## src/verilog/cpu_types_pkg.sv

```systemverilog
// word, register, opcode and instruction types shared by every pipeline block
`default_nettype none

package cpu_types_pkg;

  typedef logic [31:0] word_t;
  typedef logic [4:0]  regbits_t;

  // primary opcodes, MIPS encoding
  typedef enum logic [5:0] {
    RTYPE = 6'b000000,
    J     = 6'b000010,
    JAL   = 6'b000011,
    BEQ   = 6'b000100,
    BNE   = 6'b000101,
    ADDIU = 6'b001001,
    ORI   = 6'b001101,
    LUI   = 6'b001111,
    LW    = 6'b100011,
    SW    = 6'b101011,
    HALT  = 6'b111111
  } opcode_t;

  // funct field of rtype words
  typedef enum logic [5:0] {
    SLL  = 6'b000000,
    JR   = 6'b001000,
    ADDU = 6'b100001,
    SUBU = 6'b100011,
    AND  = 6'b100100,
    OR   = 6'b100101,
    SLT  = 6'b101010
  } funct_t;

  typedef enum logic [2:0] {
    ALU_ADD,
    ALU_SUB,
    ALU_AND,
    ALU_OR,
    ALU_SLT,
    ALU_SLL
  } aluop_t;

  typedef struct packed {
    opcode_t    opcode;
    regbits_t   rs;
    regbits_t   rt;
    regbits_t   rd;
    logic [4:0] shamt;
    funct_t     funct;
  } r_view_t;

  typedef struct packed {
    opcode_t     opcode;
    regbits_t    rs;
    regbits_t    rt;
    logic [15:0] imm16;
  } i_view_t;

  typedef struct packed {
    opcode_t     opcode;
    logic [25:0] addr26;
  } j_view_t;

  // one fetched word, read as whichever format the opcode implies
  typedef union packed {
    r_view_t r_view;
    i_view_t i_view;
    j_view_t j_view;
  } instr_u;

  localparam word_t    PC_INIT  = 32'h0000_0000;
  localparam regbits_t LINK_REG = 5'd31;

endpackage

`default_nettype wire

```

## src/verilog/data_path_muxs_pkg.sv

```systemverilog
// select codes driving the datapath muxes, shared by decode, hazard and forwarding logic
`default_nettype none

package data_path_muxs_pkg;

  // alu port b source
  localparam logic SEL_REG_DATA = 1'b0;
  localparam logic SEL_IMM16    = 1'b1;

  // destination register
  localparam logic [1:0] SEL_RD              = 2'd0;
  localparam logic [1:0] SEL_RT              = 2'd1;
  localparam logic [1:0] SEL_RETURN_REGISTER = 2'd2;

  // writeback data
  localparam logic [1:0] SEL_RESULT = 2'd0;
  localparam logic [1:0] SEL_DLOAD  = 2'd1;
  localparam logic [1:0] SEL_NPC    = 2'd2;

  // immediate extension
  localparam logic [1:0] EXT_ZERO  = 2'd0;
  localparam logic [1:0] EXT_SIGN  = 2'd1;
  localparam logic [1:0] EXT_UPPER = 2'd2;

  // next pc
  localparam logic [1:0] SEL_LOAD_NXT_INSTR = 2'd0;
  localparam logic [1:0] SEL_LOAD_JMP_ADDR  = 2'd1;
  localparam logic [1:0] SEL_LOAD_JR_ADDR   = 2'd2;
  localparam logic [1:0] SEL_LOAD_BR_ADDR   = 2'd3;

  // forwarding source for an operand
  localparam logic [1:0] FWD_NONE = 2'd0;
  localparam logic [1:0] FWD_MEM  = 2'd1;
  localparam logic [1:0] FWD_WB   = 2'd2;

endpackage

`default_nettype wire

```

## src/verilog/control_unit.sv

```systemverilog
// decode stage control, turns opcode and funct into the per-stage control signals
`default_nettype none

module control_unit
  import cpu_types_pkg::*;
  import data_path_muxs_pkg::*;
(
  input  opcode_t    opcode,
  input  funct_t     funct,
  output aluop_t     alu_op,
  output logic       alu_src,
  output logic [1:0] reg_dest,
  output logic [1:0] mem_to_reg,
  output logic [1:0] extend,
  output logic       wen,
  output logic       dren,
  output logic       dwen,
  output logic       is_branch_ne,
  output logic       is_branch_eq,
  output logic       is_jump,
  output logic       is_jal,
  output logic       is_jr,
  output logic       is_halt
);

  always_comb begin
    // defaults give a no-op
    alu_op       = ALU_ADD;
    alu_src      = SEL_REG_DATA;
    reg_dest     = SEL_RD;
    mem_to_reg   = SEL_RESULT;
    extend       = EXT_SIGN;
    wen          = 1'b0;
    dren         = 1'b0;
    dwen         = 1'b0;
    is_branch_ne = 1'b0;
    is_branch_eq = 1'b0;
    is_jump      = 1'b0;
    is_jal       = 1'b0;
    is_jr        = 1'b0;
    is_halt      = 1'b0;

    case (opcode)
      RTYPE: begin
        wen = 1'b1;
        case (funct)
          ADDU: alu_op = ALU_ADD;
          SUBU: alu_op = ALU_SUB;
          AND:  alu_op = ALU_AND;
          OR:   alu_op = ALU_OR;
          SLT:  alu_op = ALU_SLT;
          SLL:  alu_op = ALU_SLL;
          JR: begin
            wen   = 1'b0;
            is_jr = 1'b1;
          end
          default: wen = 1'b0;
        endcase
      end
      ADDIU: begin
        alu_src  = SEL_IMM16;
        reg_dest = SEL_RT;
        wen      = 1'b1;
      end
      ORI: begin
        alu_op   = ALU_OR;
        alu_src  = SEL_IMM16;
        reg_dest = SEL_RT;
        extend   = EXT_ZERO;
        wen      = 1'b1;
      end
      // rs is zero in a lui word, so the add just passes the upper immediate
      LUI: begin
        alu_src  = SEL_IMM16;
        reg_dest = SEL_RT;
        extend   = EXT_UPPER;
        wen      = 1'b1;
      end
      LW: begin
        alu_src    = SEL_IMM16;
        reg_dest   = SEL_RT;
        mem_to_reg = SEL_DLOAD;
        dren       = 1'b1;
        wen        = 1'b1;
      end
      SW: begin
        alu_src = SEL_IMM16;
        dwen    = 1'b1;
      end
      BEQ: begin
        alu_op       = ALU_SUB;
        is_branch_eq = 1'b1;
      end
      BNE: begin
        alu_op       = ALU_SUB;
        is_branch_ne = 1'b1;
      end
      J:    is_jump = 1'b1;
      JAL: begin
        is_jal     = 1'b1;
        reg_dest   = SEL_RETURN_REGISTER;
        mem_to_reg = SEL_NPC;
        wen        = 1'b1;
      end
      HALT:    is_halt = 1'b1;
      default: wen = 1'b0;
    endcase
  end

endmodule

`default_nettype wire

```

## src/verilog/alu.sv

```systemverilog
// execute stage arithmetic and logic, result plus zero flag for branch compare
`default_nettype none

module alu
  import cpu_types_pkg::*;
(
  input  word_t      port_a,
  input  word_t      port_b,
  input  logic [4:0] shamt,
  input  aluop_t     alu_op,
  output word_t      result,
  output logic       zero
);

  always_comb begin
    case (alu_op)
      ALU_ADD: result = port_a + port_b;
      ALU_SUB: result = port_a - port_b;
      ALU_AND: result = port_a & port_b;
      ALU_OR:  result = port_a | port_b;
      // signed compare
      ALU_SLT: result = {31'd0, $signed(port_a) < $signed(port_b)};
      // sll shifts rt, which arrives on port b
      ALU_SLL: result = port_b << shamt;
      default: result = '0;
    endcase
  end

  assign zero = (result == '0);

endmodule

`default_nettype wire

```

## src/verilog/register_file.sv

```systemverilog
// 32 x 32 general purpose registers, two read ports and one write port
`default_nettype none

module register_file
  import cpu_types_pkg::*;
(
  input  logic     CLK,
  input  logic     reset,
  input  logic     wen,
  input  regbits_t wsel,
  input  word_t    wdat,
  input  regbits_t rsel1,
  input  regbits_t rsel2,
  output word_t    rdat1,
  output word_t    rdat2
);

  word_t regs [32];

  always_ff @(posedge CLK) begin
    if (reset) begin
      for (int i = 0; i < 32; i++) begin
        regs[i] <= '0;
      end
    end else if (wen && wsel != '0) begin
      regs[wsel] <= wdat;
    end
  end

  // write-through so decode sees the value being written back this cycle
  assign rdat1 = (rsel1 == '0) ? '0 : (wen && wsel == rsel1) ? wdat : regs[rsel1];
  assign rdat2 = (rsel2 == '0) ? '0 : (wen && wsel == rsel2) ? wdat : regs[rsel2];

endmodule

`default_nettype wire

```

## src/verilog/hazard_unit.sv

```systemverilog
// pipeline control, stage enables, flushes and pc source from hits and hazards
`default_nettype none

module hazard_unit
  import cpu_types_pkg::*;
  import data_path_muxs_pkg::*;
(
  input  logic       ihit,
  input  logic       dhit,
  input  logic       dren_mem,
  input  logic       dwen_mem,
  input  logic       load_ex,
  input  regbits_t   rt_ex,
  input  regbits_t   reg_wr_ex,
  input  logic       wen_ex,
  input  regbits_t   reg_wr_mem,
  input  logic       wen_mem,
  input  regbits_t   rs_id,
  input  regbits_t   rt_id,
  input  logic       is_jump,
  input  logic       is_jal,
  input  logic       is_jr,
  input  logic       is_branch_eq_mem,
  input  logic       is_branch_ne_mem,
  input  logic       zero_mem,
  input  logic       halt,
  output logic [1:0] pc_src,
  output logic       enable_pc,
  output logic       enable_if_id,
  output logic       enable_id_ex,
  output logic       enable_ex_mem,
  output logic       enable_mem_wb,
  output logic       flush_if_id,
  output logic       flush_id_ex,
  output logic       flush_ex_mem
);

  logic freeze;
  logic branch_taken;
  logic load_use;
  logic jr_wait;

  assign freeze       = ~ihit | ((dren_mem | dwen_mem) & ~dhit) | halt;
  assign branch_taken = (is_branch_eq_mem & zero_mem) | (is_branch_ne_mem & ~zero_mem);
  assign load_use     = load_ex && rt_ex != '0 && (rt_ex == rs_id || rt_ex == rt_id);

  // jr reads rs in decode, wait for ex and mem writers to retire
  assign jr_wait = is_jr && rs_id != '0 &&
                   ((wen_ex && reg_wr_ex == rs_id) || (wen_mem && reg_wr_mem == rs_id));

  always_comb begin
    pc_src = SEL_LOAD_NXT_INSTR;
    {enable_pc, enable_if_id, enable_id_ex, enable_ex_mem, enable_mem_wb} = '1;
    {flush_if_id, flush_id_ex, flush_ex_mem} = '0;

    if (freeze) begin
      {enable_pc, enable_if_id, enable_id_ex, enable_ex_mem, enable_mem_wb} = '0;
    end else if (branch_taken) begin
      pc_src = SEL_LOAD_BR_ADDR;
      {flush_if_id, flush_id_ex, flush_ex_mem} = '1;
    end else if (load_use || jr_wait) begin
      // hold fetch and decode, bubble into execute
      enable_pc    = 1'b0;
      enable_if_id = 1'b0;
      flush_id_ex  = 1'b1;
    end else if (is_jump || is_jal || is_jr) begin
      pc_src      = is_jr ? SEL_LOAD_JR_ADDR : SEL_LOAD_JMP_ADDR;
      flush_if_id = 1'b1;
    end
  end

endmodule

`default_nettype wire

```

## src/verilog/forward_unit.sv

```systemverilog
// picks the forwarding source for alu port a, alu port b and the store data
`default_nettype none

module forward_unit
  import cpu_types_pkg::*;
  import data_path_muxs_pkg::*;
(
  input  regbits_t   rs,
  input  regbits_t   rt,
  input  regbits_t   reg_wr_mem,
  input  regbits_t   reg_wr_wb,
  input  logic       wen_mem,
  input  logic       wen_wb,
  output logic [1:0] porta_sel,
  output logic [1:0] portb_sel,
  output logic [1:0] store_sel
);

  // newest writer wins, register 0 is never forwarded
  function automatic logic [1:0] fwd_src(
    input regbits_t src,
    input regbits_t mem_dst,
    input logic     mem_wr,
    input regbits_t wb_dst,
    input logic     wb_wr
  );
    if (src != '0 && mem_wr && mem_dst == src) begin
      return FWD_MEM;
    end else if (src != '0 && wb_wr && wb_dst == src) begin
      return FWD_WB;
    end
    return FWD_NONE;
  endfunction

  assign porta_sel = fwd_src(rs, reg_wr_mem, wen_mem, reg_wr_wb, wen_wb);
  assign portb_sel = fwd_src(rt, reg_wr_mem, wen_mem, reg_wr_wb, wen_wb);
  assign store_sel = fwd_src(rt, reg_wr_mem, wen_mem, reg_wr_wb, wen_wb);

endmodule

`default_nettype wire

```

## src/verilog/datapath.sv

```systemverilog
// five-stage pipeline top level that holds pc, stage registers and control blocks and serves as the DUT
`default_nettype none

module datapath
  import cpu_types_pkg::*;
  import data_path_muxs_pkg::*;
(
  input  logic  CLK,
  input  logic  reset,
  output word_t imemaddr,
  output logic  imemren,
  input  word_t imemload,
  input  logic  ihit,
  output word_t dmemaddr,
  output word_t dmemstore,
  output logic  dmemren,
  output logic  dmemwen,
  input  word_t dmemload,
  input  logic  dhit,
  output logic  halt
);

  // hazard and forwarding controls
  logic [1:0] pc_src, porta_sel, portb_sel, store_sel;
  logic       enable_pc, enable_if_id, enable_id_ex, enable_ex_mem, enable_mem_wb;
  logic       flush_if_id, flush_id_ex, flush_ex_mem;

  // fetch and IF/ID
  word_t  pc, pc_plus4, next_pc;
  instr_u if_id_instr;
  word_t  if_id_npc;

  // decode
  aluop_t     alu_op;
  logic       alu_src;
  logic [1:0] reg_dest, mem_to_reg, extend;
  logic       wen, dren, dwen, is_branch_ne, is_branch_eq;
  logic       is_jump, is_jal, is_jr, is_halt;
  word_t      rdat1, rdat2, imm_ext, jump_addr;
  regbits_t   dest_id;

  // ID/EX
  aluop_t     id_ex_alu_op;
  logic       id_ex_alu_src;
  logic [1:0] id_ex_mem_to_reg;
  logic       id_ex_wen, id_ex_dren, id_ex_dwen;
  logic       id_ex_branch_eq, id_ex_branch_ne, id_ex_halt;
  regbits_t   id_ex_rs, id_ex_rt, id_ex_dest;
  logic [4:0] id_ex_shamt;
  word_t      id_ex_rdat1, id_ex_rdat2, id_ex_imm, id_ex_npc;

  // execute
  word_t port_a, rt_fwd, port_b, store_data, alu_result, ex_result, br_target;
  logic  zero;

  // EX/MEM
  logic       ex_mem_wen, ex_mem_dren, ex_mem_dwen;
  logic       ex_mem_branch_eq, ex_mem_branch_ne, ex_mem_zero, ex_mem_halt;
  logic [1:0] ex_mem_mem_to_reg;
  regbits_t   ex_mem_dest;
  word_t      ex_mem_result, ex_mem_store, ex_mem_br_target;
  logic       dmem_done;
  word_t      dload_hold;

  // MEM/WB
  logic       mem_wb_wen, mem_wb_halt;
  logic [1:0] mem_wb_mem_to_reg;
  regbits_t   mem_wb_dest;
  word_t      mem_wb_result, mem_wb_load, wdat;

  function automatic word_t fwd_mux(
    input logic [1:0] sel,
    input word_t      reg_val,
    input word_t      mem_val,
    input word_t      wb_val
  );
    case (sel)
      FWD_MEM: return mem_val;
      FWD_WB:  return wb_val;
      default: return reg_val;
    endcase
  endfunction

  // fetch
  assign imemaddr = pc;
  assign imemren  = ~halt;
  assign pc_plus4 = pc + 32'd4;

  always_comb begin
    case (pc_src)
      SEL_LOAD_JMP_ADDR: next_pc = jump_addr;
      SEL_LOAD_JR_ADDR:  next_pc = rdat1;
      SEL_LOAD_BR_ADDR:  next_pc = ex_mem_br_target;
      default:           next_pc = pc_plus4;
    endcase
  end

  always_ff @(posedge CLK) begin
    if (reset) begin
      pc <= PC_INIT;
    end else if (enable_pc) begin
      pc <= next_pc;
    end
  end

  // a cleared word decodes as sll $0 which is a nop
  always_ff @(posedge CLK) begin
    if (reset || flush_if_id) begin
      if_id_instr <= '0;
    end else if (enable_if_id) begin
      if_id_instr <= instr_u'(imemload);
      if_id_npc   <= pc_plus4;
    end
  end

  // decode
  control_unit cu0 (
    .opcode(if_id_instr.r_view.opcode), .funct(if_id_instr.r_view.funct),
    .alu_op, .alu_src, .reg_dest, .mem_to_reg, .extend, .wen, .dren, .dwen,
    .is_branch_ne, .is_branch_eq, .is_jump, .is_jal, .is_jr, .is_halt
  );

  register_file rf0 (
    .CLK, .reset, .wen(mem_wb_wen), .wsel(mem_wb_dest), .wdat,
    .rsel1(if_id_instr.r_view.rs), .rsel2(if_id_instr.r_view.rt), .rdat1, .rdat2
  );

  always_comb begin
    case (extend)
      EXT_ZERO:  imm_ext = {16'h0000, if_id_instr.i_view.imm16};
      EXT_UPPER: imm_ext = {if_id_instr.i_view.imm16, 16'h0000};
      default:   imm_ext = {{16{if_id_instr.i_view.imm16[15]}}, if_id_instr.i_view.imm16};
    endcase
    case (reg_dest)
      SEL_RT:              dest_id = if_id_instr.r_view.rt;
      SEL_RETURN_REGISTER: dest_id = LINK_REG;
      default:             dest_id = if_id_instr.r_view.rd;
    endcase
  end

  assign jump_addr = {if_id_npc[31:28], if_id_instr.j_view.addr26, 2'b00};

  always_ff @(posedge CLK) begin
    if (reset || flush_id_ex) begin
      {id_ex_wen, id_ex_dren, id_ex_dwen} <= '0;
      {id_ex_branch_eq, id_ex_branch_ne, id_ex_halt} <= '0;
    end else if (enable_id_ex) begin
      {id_ex_wen, id_ex_dren, id_ex_dwen} <= {wen, dren, dwen};
      {id_ex_branch_eq, id_ex_branch_ne, id_ex_halt} <= {is_branch_eq, is_branch_ne, is_halt};
      id_ex_alu_op     <= alu_op;
      id_ex_alu_src    <= alu_src;
      id_ex_mem_to_reg <= mem_to_reg;
      id_ex_rs         <= if_id_instr.r_view.rs;
      id_ex_rt         <= if_id_instr.r_view.rt;
      id_ex_dest       <= dest_id;
      id_ex_shamt      <= if_id_instr.r_view.shamt;
      id_ex_rdat1      <= rdat1;
      id_ex_rdat2      <= rdat2;
      id_ex_imm        <= imm_ext;
      id_ex_npc        <= if_id_npc;
    end
  end

  // execute
  forward_unit fu0 (
    .rs(id_ex_rs), .rt(id_ex_rt), .reg_wr_mem(ex_mem_dest), .reg_wr_wb(mem_wb_dest),
    .wen_mem(ex_mem_wen), .wen_wb(mem_wb_wen), .porta_sel, .portb_sel, .store_sel
  );

  assign port_a     = fwd_mux(porta_sel, id_ex_rdat1, ex_mem_result, wdat);
  assign rt_fwd     = fwd_mux(portb_sel, id_ex_rdat2, ex_mem_result, wdat);
  assign store_data = fwd_mux(store_sel, id_ex_rdat2, ex_mem_result, wdat);
  assign port_b     = (id_ex_alu_src == SEL_IMM16) ? id_ex_imm : rt_fwd;

  alu alu0 (
    .port_a, .port_b, .shamt(id_ex_shamt), .alu_op(id_ex_alu_op),
    .result(alu_result), .zero
  );

  // jal carries its link value as the result so forwarding sees it
  assign ex_result = (id_ex_mem_to_reg == SEL_NPC) ? id_ex_npc : alu_result;
  assign br_target = id_ex_npc + {id_ex_imm[29:0], 2'b00};

  always_ff @(posedge CLK) begin
    if (reset || flush_ex_mem) begin
      {ex_mem_wen, ex_mem_dren, ex_mem_dwen} <= '0;
      {ex_mem_branch_eq, ex_mem_branch_ne, ex_mem_halt} <= '0;
    end else if (enable_ex_mem) begin
      {ex_mem_wen, ex_mem_dren, ex_mem_dwen} <= {id_ex_wen, id_ex_dren, id_ex_dwen};
      {ex_mem_branch_eq, ex_mem_branch_ne, ex_mem_halt} <=
        {id_ex_branch_eq, id_ex_branch_ne, id_ex_halt};
      ex_mem_zero       <= zero;
      ex_mem_mem_to_reg <= id_ex_mem_to_reg;
      ex_mem_dest       <= id_ex_dest;
      ex_mem_result     <= ex_result;
      ex_mem_store      <= store_data;
      ex_mem_br_target  <= br_target;
    end
  end

  // a finished memory access is not reissued while fetch still waits
  assign dmemaddr  = ex_mem_result;
  assign dmemstore = ex_mem_store;
  assign dmemren   = ex_mem_dren & ~dmem_done & ~halt;
  assign dmemwen   = ex_mem_dwen & ~dmem_done & ~halt;

  always_ff @(posedge CLK) begin
    if (reset || enable_mem_wb) begin
      dmem_done <= 1'b0;
    end else if (dhit && (dmemren || dmemwen)) begin
      dmem_done <= 1'b1;
    end
  end

  always_ff @(posedge CLK) begin
    if (dhit) begin
      dload_hold <= dmemload;
    end
  end

  hazard_unit hu0 (
    .ihit, .dhit, .dren_mem(dmemren), .dwen_mem(dmemwen),
    .load_ex(id_ex_dren), .rt_ex(id_ex_rt), .reg_wr_ex(id_ex_dest), .wen_ex(id_ex_wen),
    .reg_wr_mem(ex_mem_dest), .wen_mem(ex_mem_wen),
    .rs_id(if_id_instr.r_view.rs), .rt_id(if_id_instr.r_view.rt),
    .is_jump, .is_jal, .is_jr,
    .is_branch_eq_mem(ex_mem_branch_eq), .is_branch_ne_mem(ex_mem_branch_ne),
    .zero_mem(ex_mem_zero), .halt, .pc_src, .enable_pc, .enable_if_id, .enable_id_ex,
    .enable_ex_mem, .enable_mem_wb, .flush_if_id, .flush_id_ex, .flush_ex_mem
  );

  always_ff @(posedge CLK) begin
    if (reset) begin
      mem_wb_wen  <= 1'b0;
      mem_wb_halt <= 1'b0;
    end else if (enable_mem_wb) begin
      mem_wb_wen        <= ex_mem_wen;
      mem_wb_halt       <= ex_mem_halt;
      mem_wb_mem_to_reg <= ex_mem_mem_to_reg;
      mem_wb_dest       <= ex_mem_dest;
      mem_wb_result     <= ex_mem_result;
      mem_wb_load       <= dmem_done ? dload_hold : dmemload;
    end
  end

  // writeback
  assign wdat = (mem_wb_mem_to_reg == SEL_DLOAD) ? mem_wb_load : mem_wb_result;

  // halt in MEM/WB freezes its own stage too so it holds until the next reset
  assign halt = mem_wb_halt;

endmodule

`default_nettype wire

```

## config.mk

```make
export PLATFORM = sky130hd
export DESIGN_NAME = datapath
export DESIGN_NICKNAME = d
export VERILOG_FILES = /design/src/verilog/cpu_types_pkg.sv /design/src/verilog/data_path_muxs_pkg.sv /design/src/verilog/control_unit.sv /design/src/verilog/alu.sv /design/src/verilog/register_file.sv /design/src/verilog/hazard_unit.sv /design/src/verilog/forward_unit.sv /design/src/verilog/datapath.sv
export SDC_FILE = /design/constraint.sdc
export NUM_CORES = 2
export LEC_CHECK = 0
export BUFFER_PORTS_ARGS = -buffer_cell sky130_fd_sc_hd__clkbuf_2
export CELL_PAD_IN_SITES_DETAIL_PLACEMENT = 2
export CELL_PAD_IN_SITES_GLOBAL_PLACEMENT = 2
export CORE_MARGIN = 3
export CORE_UTILIZATION = 45
export CTS_CLUSTER_DIAMETER = 80
export DETAILED_ROUTE_END_ITERATION = 7
export PLACE_DENSITY_LB_ADDON = 0.1
export SLEW_MARGIN = 20
export SYNTH_ARGS = -nofsm -noshare
export SYNTH_HDL_FRONTEND = slang
export SYNTH_SLANG_ARGS = --single-unit
```

## constraint.sdc

```tcl
create_clock -name CLK -period 17.65 [get_ports CLK]
set_input_delay 0.8825 -clock CLK [delete_from_list [all_inputs] [get_ports CLK]]
set_output_delay 0.8825 -clock CLK [all_outputs]
set_load 0.02 [all_outputs]
```

* Yosys cells after proc, flatten, opt, wreduce, memory -nomap -nowiden *
Memories as Yosys holds them, arrays and structs flattened. A register that Yosys moved wholly into a read port is not among the register bits.
Cells that the tools add are included.

storage, ports and cells
  word-level logic and storage cells = 226
  register bits = 440
  bits in writable memories = 1,024
  memories = 1
  output and inout port bits = 100

cells by class
  add/subtract/negate cells = 4
  reduce and logical (&&, ||, !) cells = 48
  equal/unequal tests = 42
  mux-type cells = 67
  order comparisons = 1
  shifts and indexed selects = 1
  bitwise logic cells = 23

memory list
  memory    depth  bits a word  read ports  clocked after memory_dff  write ports  RTL line             text
  rf0.regs  32     32           2           2                         32           register_file.sv:18  word_t regs [32];

operators with widths
  operator                                                          count
  32-bit 2-to-1 mux                                                 7
  32-bit one-hot mux with 2 select lines                            3
  32-bit one-hot mux with 6 select lines                            1
  32-bit one-hot mux with 3 select lines                            1
  32-bit adder                                                      2
  6-bit == test (second input constant)                             8
  5-bit == test                                                     9
  1-bit 2-to-1 mux                                                  34
  32-bit by 3-bit adder with 32-bit output (second input constant)  1
  32-bit AND                                                        1
  32-bit zero test                                                  1
  32-bit < comparator                                               1
  32-bit OR                                                         1
  32-bit OR reduction                                               1
  32-bit by 5-bit << shifter with 32-bit output                     1
  32-bit subtractor                                                 1
  6-bit by 4-bit == test with 1-bit output (second input constant)  4
  2-bit 2-to-1 mux                                                  11
  5-bit nonzero test                                                4
  1-bit logical AND                                                 17
  5-bit 2-to-1 mux                                                  3
  3-bit one-hot mux with 5 select lines                             1
  2-bit == test (second input constant)                             7
  6-bit by 2-bit == test with 1-bit output (second input constant)  2
  22 further kinds                                                  64

* Longest topological paths before layout *
  depth after elaboration = 12
  mapped depth = 25
  mapped depth without buffers = 23

* Modules after synthesis *
A second synthesis with hierarchy kept.

second synthesis, totals
  cell total of the unflattened synthesis = 6,756
  area total of the unflattened synthesis = 85,169.2 sq um

modules (own cells, without submodules)
  module         cells each  times used  area an instance (sq um)
  register_file  3,801       1           55,060.3
  datapath       1,731       1           21,583.2
  alu            1,074       1           7,430.9
  control_unit   58          1           402.9
  hazard_unit    54          1           399.1
  forward_unit   38          1           292.8

* Worst setup path before layout *
OpenSTA, ideal clock, no wires.

  path type = register to register
  start = register id_ex_rt[0]
  end = register id_ex_alu_op[0] (enable)
  setup time = 0.856 ns
  stages on the path, launching flop included = 10
  path slack = 4.549 ns
  buffers on the path = 3
  period minus slack after synthesis = 13.101 ns
  arrival time = 12.245 ns
  cell sequence = edfxtp_1 -> buf_6 -> or4_4 -> or2_1 -> buf_6 -> buf_6 -> nand2_1 -> o32ai_1 -> nand2b_1 -> nor3_1

between the ends
  word-level cells in the longest chain between the ends = 10
  elaborated cells on any way between the ends = 13

RTL lines
  element                                                       RTL line           text
  from (decl)                                                   datapath.sv:48     regbits_t id_ex_rs, id_ex_rt, id_ex_dest;
  from (signal assigned)                                        datapath.sv:154    id_ex_rt <= if_id_instr.r_view.rt;
  5-bit == test / 5-bit nonzero test (equally long branches)    hazard_unit.sv:45  assign load_use = load_ex && rt_ex != '0 && (rt_ex == rs_id || rt_ex == rt_id);
  1-bit logical OR / 1-bit logical AND (equally long branches)  hazard_unit.sv:45
  1-bit logical AND (*)                                         hazard_unit.sv:45
  1-bit logical OR (*)                                          hazard_unit.sv:61  end else if (load_use || jr_wait) begin
  1-bit 2-to-1 mux (*)                                          hazard_unit.sv:61
  1-bit 2-to-1 mux (*)                                          hazard_unit.sv:58  end else if (branch_taken) begin
  1-bit 2-to-1 mux (*)                                          hazard_unit.sv:56  if (freeze) begin
  1-bit logical OR (*)                                          datapath.sv:144    if (reset || flush_id_ex) begin
  1-bit inverter (no line) (*)                                  -
  2-bit AND reduction (no line) (*)                             -
  to (signal assigned)                                          datapath.sv:150    id_ex_alu_op <= alu_op;
  to (decl)                                                     datapath.sv:43     aluop_t id_ex_alu_op;

Mark *: on every way between the ends. The rest lies on a longest branch, timed or not.
A chain may end at the register's enable or synchronous reset.

* Worst setup path in the final report *
  start = register mem_wb_mem_to_reg[1]
  end = register ex_mem_zero (data pin)

between the ends
  word-level cells in the longest chain between the ends = 7
  elaborated cells on any way between the ends = 13

RTL lines
  element                                          RTL line         text
  from (decl)                                      datapath.sv:67   logic [1:0] mem_wb_mem_to_reg;
  from (signal assigned)                           datapath.sv:239  mem_wb_mem_to_reg <= ex_mem_mem_to_reg;
  2-bit by 1-bit == test with 1-bit output (*)     datapath.sv:247  assign wdat = (mem_wb_mem_to_reg == SEL_DLOAD) ? mem_wb_load : mem_wb_result;
  32-bit 2-to-1 mux (*)                            datapath.sv:247
  32-bit one-hot mux with 2 select lines (*)       datapath.sv:77   case (sel)
  named net rt_fwd[1]                              datapath.sv:53   word_t port_a, rt_fwd, port_b, store_data, alu_result, ex_result, br_target;
  32-bit 2-to-1 mux (*)                            datapath.sv:173  assign port_b = (id_ex_alu_src == SEL_IMM16) ? id_ex_imm : rt_fwd;
  32-bit subtractor, or another cell as far along  alu.sv:18        ALU_SUB: result = port_a - port_b;
  32-bit one-hot mux with 6 select lines (*)       alu.sv:16        case (alu_op)
  32-bit zero test (*)                             alu.sv:29        assign zero = (result == '0);
  named net alu0.zero                              alu.sv:12        output logic zero
  to (signal assigned)                             datapath.sv:192  ex_mem_zero <= zero;
  to (decl)                                        datapath.sv:58   logic ex_mem_branch_eq, ex_mem_branch_ne, ex_mem_zero, ex_mem_halt;

Mark *: on every way through the listed nets, which the timed path passes. The rest lies on a longest branch.

==> flow_summary.toml <==
[die]
die_height_um = 431
core_um2 = 179000
std_cell_rows = 155
fp.dieArea_um2 = 186000
die_w_um = 431
io_pins = 168
initial_core_util = 0.455

[drt]
vias = 62407
avgRoutedWirePerCell_um = 43.4
drtIter0Drc = 8857
totalWireLength_mm = 384
viasPerCell = 7.07
antenna_left = 0
drc_errors = 0
first_pass_iters = 6

[clock_network]
clockBufferDepth = 3
clock-sinks = 1501
htree_levels = 4
cts_buffers = 172
root_buffer = "clkbuf_16"
cts_tree = "yes"
hold_buffers = 0
post-cts-setup-buffers = 0
cts_resized = 0
insertion_delay_ps = 860
clk_pin_slew_ps = 60

[synthesis]
synth_edf_count = 1417
synth_largest_area_cell = "edfxtp_1"
async_flop_share = 0
ys_seq_area_frac = 0.544
ys_seq_elements = 1501
avgSynthCellArea_um2 = 13.0
syn_area_um2 = 81400
synth_area_leaders = "edfxtp_1 (52%), mux4_2 (18%), nor2_1 (5.7%)"
synthFlopType = "edfxtp_1"
synth_top_cell_area_share = 0.523
synth_cell_types = 94
yosysWarnings = 0
syn_inst = 6270

[setup_path]
crit_path_end_kind = "register"
crit_path_start_kind = "register"
worstPathArrival_ps = 8840
cp.required_ps = 18330
cp_max_fo = 24
path_class = "reg -> reg"

[flow_run]
maxCapViolCount = 0

[place]
gp_congestion = 0.968
io_buffers = 167
pre_cts_ws_ps = 9290
dp.final_hpwl_mm = 253

[cells_and_area]
final_net_count = 6523
final_common_cell = "edfxtp_1"
drive_above_1_share = 0.240
fill_cells = 16796
final_cell_mix = "edfxtp_1 (1417), nor2_1 (1233), mux4_2 (665)"
area.growth.synth_to_final_pct = 12.5
top_register = "rf0.regs"
largest_reg_flops = 1024

[timing]
setup_viol = 0
worst_slack_ps = 9490
slew_headroom = 0.0822
drv_slew = 0
tns_ps = 0
finalCritPeriodShare = 0.462
final_hold_viol_count = 0
period_minus_slack_ps = 8160
skew_ps = 50.3
tightest_slew_ps = 1370
fmax_mhz = 123
rsz0062_at_grt = "false"

[global_route]
grt_max_degree = 109
grt_antenna_before_repair = 21
gr-total-overflow = 0
grt_pass1_wl_mm = 530
grt_usage = 0.409
grt_pass1_vias = 65240

[pwr]
ir_drop_v = 0.0000989
leakagePower_nw = 32.4
powerDensity_nw_per_um2 = 100

[run_status]
status = "completed"

[hold_path]
hold_class = "in -> reg"
==> layer usage <==
metal | vias to the layer above | routed length (um) | global-route usage
li1 | 23997 | - | -
met1 | 33071 | 133000 | 0.493
met2 | 4150 | 185000 | 0.672
met3 | 1179 | 35200 | 0.0766
met4 | 10 | 30200 | 0.273
met5 | - | 66 | 0
==> critical path, cell delays in order (launching register included) <==
cell and delay [ps]:
edfxtp_1 420, nor2b_4 600, buf_4 810, mux2i_4 390, and3_1 340, o31ai_1 550, nor2_1 80, a21o_1 250
fa_1 440, o21bai_1 300, a211oi_1 190, o31ai_1 730, o21ai_0 310, a311oi_1 380, o21ai_0 120, a31oi_1 200
o221ai_1 180, or4_1 530, nor4_1 470, and4_1 280, nand4_1 170, nor3_2 220
==> final cells by class <==
cell class                      instances  area, um2  share of cell area
Timing Repair Buffer                  418       2950              0.0322
Tap cell                             2355       2950              0.0322
Clock inverter                        110        952              0.0104
Inverter                              145        544             0.00595
Antenna cell                           10       25.0            0.000273
Multi-Input combinational cell       4083      35300               0.386
Clock buffer                          210       4530              0.0495
Sequential cell                      1501      44300               0.484
==> power by group <==
| group | internal [mW] | switching, mW | total, mW |
|---|---|---|---|
| Combinational | 0.491 | 0.886 | 1.38 |
| Clock | 2.00 | 1.61 | 3.61 |
| Sequential | 4.06 | 0.155 | 4.21 |
| Total | 6.54 | 2.65 | 9.19 |
==> final timing paths <==
path                         from  slack (ps)  depth (start not counted)        endpoint
max          mem_wb_mem_to_reg[1]        9490                         21     ex_mem_zero
min reg2reg          if_id_npc[1]         400                          0    id_ex_npc[1]
min                  dmemload[25]         220                          1  dload_hold[25]
max reg2reg  mem_wb_mem_to_reg[1]        9490                         21     ex_mem_zero
==> cell usage after synthesis, drive strengths merged (41+ instances only) <==
library cell,number
edfxtp,1417
a21o,41
a21oi,240
mux2i,100
nand4,41
xor2,41
dfxtp,84
o21ai,196
nand2,333
inv,142
nand2b,56
o31ai,45
nor2,1240
nand3,55
xnor2,89
clkbuf,466
nor3,62
buf,106
mux2,53
ha,131
nor2b,109
a211oi,152
mux4,665
==> stage by stage <==
stage / total power [mW] / instance area (um2) / cells / hold WS (ps) / utilization
detailed placement: 5.61 / 85800 / 8495 / 405 / 0.479
global placement: 5.55 / 85700 / 8493 / 403 / 0.479
CTS: 9.17 / 91300 / 8815 / 180 / 0.510
finish: 9.19 / 91500 / 8832 / 218 / 0.511
global route: 9.40 / 91500 / 8822 / 197 / 0.511
floorplan: 4.99 / 81500 / 6301 / 400 / -
==> cells by family (layout without fill, tap and decap cells) <==
family                   Yosys count  in the layout  synth area share
buffers and inverters            717            883            0.0342
adder cells (fa/ha/maj)          134            134            0.0209
multiplexers                     818            818             0.204
flip-flops                      1501           1501             0.544
XOR/XNOR                         130            130            0.0140
other                              1             42         0.0000461
AND/OR/NAND/NOR                 2028           2028             0.107
AO/OA/AOI/OAI                    941            941            0.0765
(Power assumes the default switching activity.)
